`src/im_pkg.sv`:
```
`default_nettype none

package im_pkg;

    // frame geometry
    localparam int IN_W     = 16;
    localparam int IN_H     = 8;
    localparam int AREA     = 4;
    localparam int OUT_W    = IN_W / AREA;
    localparam int OUT_H    = IN_H / AREA;
    localparam int AREA_PIX = AREA * AREA;
    localparam int OUT_PIX  = OUT_W * OUT_H;

    localparam int CH_W   = 8;
    localparam int PIX_W  = 3 * CH_W;
    localparam int ADDR_W = 16;
    localparam int SUM_W  = CH_W + $clog2(AREA_PIX);   // 16 values per channel

    // counter widths
    localparam int CNT_AW = $clog2(AREA);       // column / row inside an area
    localparam int OX_W   = $clog2(OUT_W);
    localparam int OY_W   = $clog2(OUT_H);
    localparam int PIX_CW = $clog2(AREA_PIX);
    localparam int OCNT_W = $clog2(OUT_PIX);

    // apb register map
    localparam int APB_AW = 4;
    localparam int APB_DW = 32;
    localparam logic [APB_AW-1:0] REG_SRC    = 4'h0;
    localparam logic [APB_AW-1:0] REG_DST    = 4'h4;
    localparam logic [APB_AW-1:0] REG_CTRL   = 4'h8;
    localparam logic [APB_AW-1:0] REG_STATUS = 4'hC;
    localparam int ST_BUSY_BIT = 0;
    localparam int ST_DONE_BIT = 1;

    typedef struct packed {
        logic [CH_W-1:0] r;     // top byte
        logic [CH_W-1:0] g;
        logic [CH_W-1:0] b;
    } rgb_t;

    typedef union packed {
        logic [PIX_W-1:0] raw;
        rgb_t             ch;
    } pixel_u;

    // pix[0] is the first pixel of the area in raster order
    typedef struct packed {
        logic                   valid;
        pixel_u [AREA_PIX-1:0] pix;
    } area_t;

    typedef struct packed {
        logic   valid;
        pixel_u pix;
    } mean_t;

    typedef struct packed {
        logic              en;
        logic [ADDR_W-1:0] addr;
    } rd_req_t;

    typedef struct packed {
        logic              en;
        logic [ADDR_W-1:0] addr;
        pixel_u            data;
    } wr_req_t;

    typedef struct packed {
        logic              psel;
        logic              penable;
        logic              pwrite;
        logic [APB_AW-1:0] paddr;
        logic [APB_DW-1:0] pwdata;
    } apb_req_t;

    typedef struct packed {
        logic [APB_DW-1:0] prdata;
        logic              pready;
        logic              pslverr;
    } apb_rsp_t;

endpackage

`default_nettype wire

```
`src/im_apb_regs.sv`:
```
`timescale 1ns/100ps
`default_nettype none

module im_apb_regs import im_pkg::*; (
    input  logic              iclk,
    input  logic              i_rst_n,
    input  apb_req_t          i_apb,
    input  logic              i_frame_done,
    output apb_rsp_t          o_apb,
    output logic              o_start,
    output logic [ADDR_W-1:0] o_src_base,
    output logic [ADDR_W-1:0] o_dst_base
);

    logic [ADDR_W-1:0] src_q;
    logic [ADDR_W-1:0] dst_q;
    logic              busy_q;
    logic              done_q;
    logic              access;
    logic              wr_access;
    logic              start_req;
    logic              mapped;
    logic [APB_DW-1:0] rdata;

    assign access    = i_apb.psel & i_apb.penable;  // access phase, no wait states
    assign wr_access = access & i_apb.pwrite;
    assign start_req = wr_access && (i_apb.paddr == REG_CTRL) && i_apb.pwdata[0];

    // refused while a frame is running
    assign o_start = start_req & ~busy_q;

    always_comb begin
        mapped = 1'b1;
        rdata  = '0;
        case (i_apb.paddr)
            REG_SRC:    rdata = APB_DW'(src_q);
            REG_DST:    rdata = APB_DW'(dst_q);
            REG_CTRL:   rdata = '0;     // start bit is write-only
            REG_STATUS: begin
                rdata[ST_BUSY_BIT] = busy_q;
                rdata[ST_DONE_BIT] = done_q;
            end
            default:    mapped = 1'b0;
        endcase
    end

    assign o_apb = '{
        prdata:  rdata,
        pready:  1'b1,
        pslverr: access & (~mapped | (start_req & busy_q))
    };

    always_ff @(posedge iclk) begin
        if (!i_rst_n) begin
            src_q  <= '0;
            dst_q  <= '0;
            busy_q <= 1'b0;
            done_q <= 1'b0;
        end else begin
            if (wr_access && i_apb.paddr == REG_SRC) begin
                src_q <= i_apb.pwdata[ADDR_W-1:0];
            end
            if (wr_access && i_apb.paddr == REG_DST) begin
                dst_q <= i_apb.pwdata[ADDR_W-1:0];
            end

            if (o_start) begin
                busy_q <= 1'b1;
                done_q <= 1'b0;
            end else if (i_frame_done) begin
                busy_q <= 1'b0;
                done_q <= 1'b1;     // sticky until next start
            end
        end
    end

    assign o_src_base = src_q;
    assign o_dst_base = dst_q;

    a_penable_psel: assert property (
        @(posedge iclk) disable iff (!i_rst_n)
        i_apb.penable |-> i_apb.psel
    );

    // the writer only finishes a frame that was started here
    a_done_while_busy: assert property (
        @(posedge iclk) disable iff (!i_rst_n)
        i_frame_done |-> busy_q
    );

endmodule

`default_nettype wire

```
`src/block_fetch.sv`:
```
`timescale 1ns/100ps
`default_nettype none

module block_fetch import im_pkg::*; (
    input  logic              iclk,
    input  logic              i_rst_n,
    input  logic              i_start,
    input  logic [ADDR_W-1:0] i_src_base,
    input  pixel_u            i_rd_data,
    output rd_req_t           o_rd,
    output area_t             o_area
);

    // position of the pixel currently on o_rd
    logic [CNT_AW-1:0] col_q;
    logic [CNT_AW-1:0] row_q;
    logic [OX_W-1:0]   ax_q;
    logic [OY_W-1:0]   ay_q;
    logic [CNT_AW-1:0] col_n;
    logic [CNT_AW-1:0] row_n;
    logic [OX_W-1:0]   ax_n;
    logic [OY_W-1:0]   ay_n;
    logic              last_pix;

    logic [ADDR_W-1:0] base_q;
    logic [ADDR_W-1:0] next_x;
    logic [ADDR_W-1:0] next_y;
    logic [ADDR_W-1:0] next_addr;

    logic                   rd_en_q;
    logic [ADDR_W-1:0]      rd_addr_q;
    logic                   rd_en_d;    // data on i_rd_data this cycle
    logic [PIX_CW-1:0]      got_q;
    logic                   area_vld_q;
    pixel_u [AREA_PIX-1:0] area_pix_q;

    always_comb begin
        col_n    = col_q;
        row_n    = row_q;
        ax_n     = ax_q;
        ay_n     = ay_q;
        last_pix = 1'b0;
        if (col_q != CNT_AW'(AREA - 1)) begin
            col_n = col_q + 1'b1;
        end else begin
            col_n = '0;
            if (row_q != CNT_AW'(AREA - 1)) begin
                row_n = row_q + 1'b1;
            end else begin
                row_n = '0;     // area finished
                if (ax_q != OX_W'(OUT_W - 1)) begin
                    ax_n = ax_q + 1'b1;
                end else begin
                    ax_n = '0;  // band finished
                    if (ay_q != OY_W'(OUT_H - 1)) begin
                        ay_n = ay_q + 1'b1;
                    end else begin
                        ay_n     = '0;
                        last_pix = 1'b1;
                    end
                end
            end
        end
    end

    assign next_x    = ADDR_W'(ax_n) * ADDR_W'(AREA) + ADDR_W'(col_n);
    assign next_y    = ADDR_W'(ay_n) * ADDR_W'(AREA) + ADDR_W'(row_n);
    assign next_addr = base_q + next_y * ADDR_W'(IN_W) + next_x;

    always_ff @(posedge iclk) begin
        if (!i_rst_n) begin
            rd_en_q    <= 1'b0;
            rd_en_d    <= 1'b0;
            col_q      <= '0;
            row_q      <= '0;
            ax_q       <= '0;
            ay_q       <= '0;
            got_q      <= '0;
            area_vld_q <= 1'b0;
        end else begin
            rd_en_d    <= rd_en_q;
            area_vld_q <= 1'b0;
            if (i_start) begin
                rd_en_q <= 1'b1;
                col_q   <= '0;
                row_q   <= '0;
                ax_q    <= '0;
                ay_q    <= '0;
            end else if (rd_en_q) begin
                col_q <= col_n;
                row_q <= row_n;
                ax_q  <= ax_n;
                ay_q  <= ay_n;
                if (last_pix) begin
                    rd_en_q <= 1'b0;    // frame fully requested
                end
            end

            if (rd_en_d) begin
                if (got_q == PIX_CW'(AREA_PIX - 1)) begin
                    got_q      <= '0;
                    area_vld_q <= 1'b1;
                end else begin
                    got_q <= got_q + 1'b1;
                end
            end
        end
    end

    always_ff @(posedge iclk) begin
        if (i_start) begin
            base_q    <= i_src_base;
            rd_addr_q <= i_src_base;
        end else if (rd_en_q) begin
            rd_addr_q <= next_addr;
        end
        if (rd_en_d) begin
            area_pix_q <= {i_rd_data, area_pix_q[AREA_PIX-1:1]};  // first pixel ends at 0
        end
    end

    assign o_rd   = '{en: rd_en_q, addr: rd_addr_q};
    assign o_area = '{valid: area_vld_q, pix: area_pix_q};

    // reads stay inside the source frame
    a_rd_in_frame: assert property (
        @(posedge iclk) disable iff (!i_rst_n)
        rd_en_q |-> (rd_addr_q - base_q) < ADDR_W'(IN_W * IN_H)
    );

endmodule

`default_nettype wire

```
`src/mean_tree.sv`:
```
`timescale 1ns/100ps
`default_nettype none

module mean_tree import im_pkg::*; (
    input  logic  iclk,
    input  logic  i_rst_n,
    input  area_t i_area,
    output mean_t o_mean
);

    logic [CH_W-1:0]  ch_in [3][AREA_PIX];     // 0 = r, 1 = g, 2 = b
    logic [CH_W:0]    s1_q  [3][AREA_PIX/2];
    logic [CH_W+1:0]  s2_q  [3][AREA_PIX/4];
    logic [CH_W+2:0]  s3_q  [3][AREA_PIX/8];
    logic [SUM_W-1:0] s4    [3];
    logic [3:0]       vld_q;
    pixel_u           mean_q;

    always_comb begin
        for (int i = 0; i < AREA_PIX; i++) begin
            ch_in[0][i] = i_area.pix[i].ch.r;
            ch_in[1][i] = i_area.pix[i].ch.g;
            ch_in[2][i] = i_area.pix[i].ch.b;
        end
    end

    always_comb begin
        for (int c = 0; c < 3; c++) begin
            s4[c] = {1'b0, s3_q[c][0]} + {1'b0, s3_q[c][1]};
        end
    end

    always_ff @(posedge iclk) begin
        if (!i_rst_n) begin
            vld_q <= '0;
        end else begin
            vld_q <= {vld_q[2:0], i_area.valid};
        end
    end

    // pairwise adds, one bit wider per stage
    always_ff @(posedge iclk) begin
        for (int c = 0; c < 3; c++) begin
            if (i_area.valid) begin
                for (int i = 0; i < AREA_PIX/2; i++) begin
                    s1_q[c][i] <= {1'b0, ch_in[c][2*i]} + {1'b0, ch_in[c][2*i+1]};
                end
            end
            if (vld_q[0]) begin
                for (int i = 0; i < AREA_PIX/4; i++) begin
                    s2_q[c][i] <= {1'b0, s1_q[c][2*i]} + {1'b0, s1_q[c][2*i+1]};
                end
            end
            if (vld_q[1]) begin
                for (int i = 0; i < AREA_PIX/8; i++) begin
                    s3_q[c][i] <= {1'b0, s2_q[c][2*i]} + {1'b0, s2_q[c][2*i+1]};
                end
            end
        end
        if (vld_q[2]) begin
            mean_q.ch.r <= s4[0][SUM_W-1 -: CH_W];  // floor of sum / 16
            mean_q.ch.g <= s4[1][SUM_W-1 -: CH_W];
            mean_q.ch.b <= s4[2][SUM_W-1 -: CH_W];
        end
    end

    assign o_mean = '{valid: vld_q[3], pix: mean_q};

endmodule

`default_nettype wire

```
`src/pixel_writer.sv`:
```
`timescale 1ns/100ps
`default_nettype none

module pixel_writer import im_pkg::*; (
    input  logic              iclk,
    input  logic              i_rst_n,
    input  logic              i_start,
    input  logic [ADDR_W-1:0] i_dst_base,
    input  mean_t             i_mean,
    output wr_req_t           o_wr,
    output logic              o_frame_done
);

    logic [OCNT_W-1:0] cnt_q;
    logic [ADDR_W-1:0] dst_q;       // base latched at start
    logic              wr_en_q;
    logic [ADDR_W-1:0] wr_addr_q;
    pixel_u            wr_data_q;
    logic              done_q;

    always_ff @(posedge iclk) begin
        if (!i_rst_n) begin
            cnt_q   <= '0;
            wr_en_q <= 1'b0;
            done_q  <= 1'b0;
        end else begin
            wr_en_q <= i_mean.valid;
            done_q  <= i_mean.valid && (cnt_q == OCNT_W'(OUT_PIX - 1));
            if (i_start) begin
                cnt_q <= '0;
            end else if (i_mean.valid) begin
                cnt_q <= (cnt_q == OCNT_W'(OUT_PIX - 1)) ? '0 : cnt_q + 1'b1;
            end
        end
    end

    always_ff @(posedge iclk) begin
        if (i_start) begin
            dst_q <= i_dst_base;
        end
        if (i_mean.valid) begin
            wr_addr_q <= dst_q + ADDR_W'(cnt_q);
            wr_data_q <= i_mean.pix;
        end
    end

    assign o_wr         = '{en: wr_en_q, addr: wr_addr_q, data: wr_data_q};
    assign o_frame_done = done_q;   // same cycle as last write

    // a new frame never cuts into a running one
    a_start_idle: assert property (
        @(posedge iclk) disable iff (!i_rst_n)
        i_start |-> cnt_q == '0
    );

endmodule

`default_nettype wire

```
`src/im_compression.sv`:
```
`timescale 1ns/100ps
`default_nettype none

module im_compression import im_pkg::*; (
    input  logic     iclk,
    input  logic     i_rst_n,
    input  apb_req_t i_apb,
    input  pixel_u   i_rd_data,
    output apb_rsp_t o_apb,
    output rd_req_t  o_rd,
    output wr_req_t  o_wr
);

    logic              start;
    logic              frame_done;
    logic [ADDR_W-1:0] src_base;
    logic [ADDR_W-1:0] dst_base;
    area_t             area;
    mean_t             mean;

    im_apb_regs u_regs (
        .iclk         (iclk),
        .i_rst_n      (i_rst_n),
        .i_apb        (i_apb),
        .i_frame_done (frame_done),
        .o_apb        (o_apb),
        .o_start      (start),
        .o_src_base   (src_base),
        .o_dst_base   (dst_base)
    );

    block_fetch u_fetch (
        .iclk       (iclk),
        .i_rst_n    (i_rst_n),
        .i_start    (start),
        .i_src_base (src_base),
        .i_rd_data  (i_rd_data),
        .o_rd       (o_rd),
        .o_area     (area)
    );

    mean_tree u_tree (
        .iclk    (iclk),
        .i_rst_n (i_rst_n),
        .i_area  (area),
        .o_mean  (mean)
    );

    pixel_writer u_writer (
        .iclk         (iclk),
        .i_rst_n      (i_rst_n),
        .i_start      (start),
        .i_dst_base   (dst_base),
        .i_mean       (mean),
        .o_wr         (o_wr),
        .o_frame_done (frame_done)
    );

endmodule

`default_nettype wire

```
`config.mk`:
```
export PLATFORM = sky130hd
export DESIGN_NAME = im_compression
export DESIGN_NICKNAME = d
export VERILOG_FILES = /design/src/im_pkg.sv /design/src/im_apb_regs.sv /design/src/block_fetch.sv /design/src/mean_tree.sv /design/src/pixel_writer.sv /design/src/im_compression.sv
export SDC_FILE = /design/constraint.sdc
export NUM_CORES = 1
export LEC_CHECK = 0
export BUFFER_PORTS_ARGS = -buffer_cell sky130_fd_sc_hd__buf_4
export CORE_AREA = 2 2 272 274
export CTS_CLUSTER_SIZE = 16
export DETAILED_ROUTE_END_ITERATION = 16
export DIE_AREA = 0 0 274 276
export PLACE_DENSITY = 0.79
export SLEW_MARGIN = 20
export SYNTH_ARGS = -nofsm -noshare
export SYNTH_HDL_FRONTEND = slang
export SYNTH_HIERARCHICAL = 1
export SYNTH_SLANG_ARGS = --single-unit
```
`constraint.sdc`:
```
create_clock -name iclk -period 12.25 [get_ports iclk]
set_clock_uncertainty 0.05 [all_clocks]
set_input_delay 2.45 -clock iclk [delete_from_list [all_inputs] [get_ports iclk]]
set_output_delay 2.45 -clock iclk [all_outputs]
set_load 0.03 [all_outputs]
```
==> summary.md <==
| Metric | Value |
|---|---|
| Clock Pin Slew Worst Setup and Hold Paths | `0.06 ns` |
| CTS tree | `yes` |
| Crit path time final | `between 6 and 7 ns` |
| Unrepaired setup endpoints after global routing | `no` |
| Resize count post-CTS | `0` |
| Layout fillers | `4730` |
| Sequential Power Share | `54.0%` |
| Synthesized area | `44780 sq um` |
| Final Hold Fails | `0` |
| DR iter-0 viols | `2085` |
| Ys flop type | `edfxtp_1` |
| Cell area after layout | `50050 sq um` |
| Synth top area share | `60.22%` |
| Period Utilization, post-route | `~51%` |
| Crit path max fanout | `15` |
| Switching Share | `between 10% and 20%` |
| Leakage power | `between 0.015 and 0.02 uW` |
| HP Start | `u_tree/mean_q[14]$_DFFE_PP_` |
| Port Buffers | `123` |
| Crit end category | `primary output` |
| Vias/cell | `5.845` |
| Post-synth top area cell | `edfxtp_1` |
| Initial core utilization | `61.69%` |
| Final wirelength | `81410 um` |
| Fraction of registers with async set/reset | `0%` |
| Clock buffer count from CTS | `96` |
| Ports | `157` |
| Post-Syn Instances | `3123` |
| Cell Area, Placed | `46810 sq um` |
| Crit path from | `i_apb[33]` |
| Largest net degree at the start of global routing | `85` |
| Clock Path Buffers | `3` |
| Post-CTS setup buffers | `0` |
| Setup Crit Path Kind | `in -> out` |
| Vias | `25550` |
| Post-CTS Hold Buffers | `0` |
| Slew Limit Fails | `0` |
| Rows | `99` |
| Total GRT Usage | `a little over a fifth` |
| Vias in the first global route | `~27000` |
| Mapped Avg Cell Area | `14.34 sq um` |
| DRC | `0` |
| Core Footprint | `between 70000 and 80000 sq um` |
| DP HPWL | `57400 um` |
| H-tree levels | `3` |
| Worst Path Required | `between 9 and 10 ns` |
| Number of synthesized flops with an enable pin | `898` |
| Register bit total from synthesis | `955` |
| Yosys warns | `6` |
| Antenna violations before repair | `1` |
| Seq/Total Area, Yosys | `62.77%` |
| Worst skew pair latency | `approximately 0.64 ns` |
| VDD IR-drop max | `141.1 uV` |
| Grt total ovfl | `0` |
| Root Buffer | `clkbuf_16` |
| CP startpoint kind | `input port` |
| Area Growth Syn to Fin | `11.77%` |
| Most area-consuming cells after synthesis | `edfxtp_1, ha_1, xnor2_1, dfxtp_1, fa_1` |
| PwrDens | `130.3 nW/um^2` |
| Max_slew headroom | `29.07%` |
| Min-Delay Path Class | `reg -> reg` |
| Die X-Extent | `274 um` |
| Fmax | `around 160 MHz` |
| Slew @ Worst Pin | `approximately 1.1 ns` |
| ANT nets after route | `0` |
| Clock sink count | `955` |
| Share of post-route cells with drive strength above 1 | `9.493%` |
| Max_cap viols | `0` |
| Total die area | `75620 sq um` |
| Final number of setup-violating endpoints | `0` |
| First-pass GRT wire length | `130700 um` |
| Crit path DAT | `3.80 ns` |
| Drt first pass iters | `5` |
| R2R Path Start | `u_fetch/rd_en_d$_SDFF_PN0_` |
| Logic pwr share | `0.6%` |
| WL/cell | `18.62 um` |
| Nets | `3849` |
| Distinct cells, synth | `75` |
| Outcome | `completed` |
| P_int | `5307 uW` |
| Die Ht | `between 200 and 300 um` |
| Psw | `1213 uW` |
| Final Wtd Congestion | `a little under 0.9` |
| Clock share of power | `a little under half` |
| Final setup TNS | `0 ns` |
| Antenna diode count | `0` |
==> layer usage <==
metal / up-vias / routed length [um] / global-route usage, %
met4: 0 / 1909 / 6.842
li1: 12160 / - / -
met5: - / 0 / 0
met1: 12540 / 33280 / 26.36
met3: 137 / 3792 / 3.005
met2: 723 / 42430 / 39.06
==> flip-flops by register name (all words and copies together) (netlist names), 24 cells and up <==
| signal | flops |
|---|---|
| u_fetch/o_area | 384 |
| u_tree/mean_q | 24 |
| u_tree/s1_q | 216 |
| u_tree/s2_q | 120 |
| u_tree/s3_q | 66 |
| u_writer/wr_data_q | 24 |
==> per-stage QoR <==
stage               std cells  power (uW)  worst slack [ns]  util [%]  hold slack, ns
finish                   4372        6521             5.953     68.95          0.3655
global route             4372        6715             5.904     68.95          0.3738
CTS                      4372        6574             5.964     68.94          0.3668
detailed placement       4194        3631             5.969     64.48          0.3545
global placement         4194        3629             6.107     64.48          0.3531
floorplan                3138        3616             1.965         -          0.3503
==> power by group through the flow <==
stage	clock network, uW	logic, uW	registers (uW)
finish	2960	41.7	3520
floorplan	0	25.2	3590
CTS	3010	41.5	3520
detailed placement	0	41.4	3590
global placement	0	39.8	3590
global route	3150	44.5	3520
==> Yosys cell counts, types with 4 or more instances <==
cell type,number
a31oi_1,8
a21boi_0,26
o21bai_1,10
or4_1,4
nor2_1,226
a21oi_1,167
and2_1,9
or2_2,6
or3_1,29
o21ba_2,5
o21ai_0,144
ha_1,407
xnor2_1,224
nand2b_1,26
o2bb2ai_1,8
o31ai_1,21
fa_1,44
clkbuf_1,12
o311ai_0,4
mux2i_1,44
o21a_1,51
o41ai_1,10
nand2_1,125
dfxtp_1,57
a211oi_1,31
nor3_1,20
o22ai_1,26
mux2_2,8
o21ai_1,12
xor2_1,60
o41ai_2,7
a21o_1,64
a22o_1,14
buf_4,22
a2111oi_0,4
inv_1,115
nand3_1,23
nor2b_1,69
and3_1,6
edfxtp_1,898
nand4_1,19
==> critical path, cell delays in order <==
cell and delay (ns):
buf_4 0.14, nor4_4 0.75, a22o_1 0.28, buf_4 0.17
==> cell families after synthesis <==
family | after synthesis | synth area share (%)
xor gates and xnor gates | 284 | 5.555
muxes | 52 | 1.185
buffers and inverters | 152 | 1.528
AOI/OAI and AO/OA | 644 | 9.333
DFF | 955 | 62.77
adders and majority gates | 451 | 13.34
and+or+nand+nor | 583 | 6.270
other | 2 | 0.01677
==> layout make-up <==
class / count / area, sq um / share of cell area, %
clock buffers: 128 / 2730 / 5.455
clock inverters: 50 / 503.0 / 1.005
inverters: 115 / 431.7 / 0.8625
multi-input cells: 2031 / 16050 / 32.07
flip-flops and latches: 955 / 28120 / 56.20
well taps: 959 / 1200 / 2.398
repair buffers: 134 / 1010 / 2.018
==> cells in the final DEF, fill, tap and decap left out, drive strengths merged, types with 8 or more instances in the layout <==
cell / n
clkbuf: 128
nand2: 125
or3: 29
nand3: 24
nand2b: 26
mux2i: 44
nor3: 21
a21o: 64
o21a: 51
a21boi: 28
mux2: 8
o31ai: 22
o21ai: 156
fa: 44
nor2: 226
o41ai: 17
or2: 9
and2: 9
o21bai: 10
o22ai: 26
clkinv: 36
conb: 17
a31oi: 8
a211oi: 33
xor2: 60
a22o: 14
o2bb2ai: 8
a21oi: 170
dfxtp: 57
buf: 134
inv: 117
xnor2: 224
ha: 407
bufinv: 10
nand4: 19
nor2b: 69
edfxtp: 898
==> final timing paths <==
kind | endpoint | slack, ns | cells after the start
min | u_writer/wr_data_q[14]$_DFFE_PP_ | 0.37 | 0
max reg2reg | u_fetch/o_area[303]$_DFFE_PP_ | 8.62 | 3
max | o_apb[13] | 5.95 | 4
min reg2reg | u_writer/wr_data_q[14]$_DFFE_PP_ | 0.37 | 0
Power figures use the tool's default switching activity.
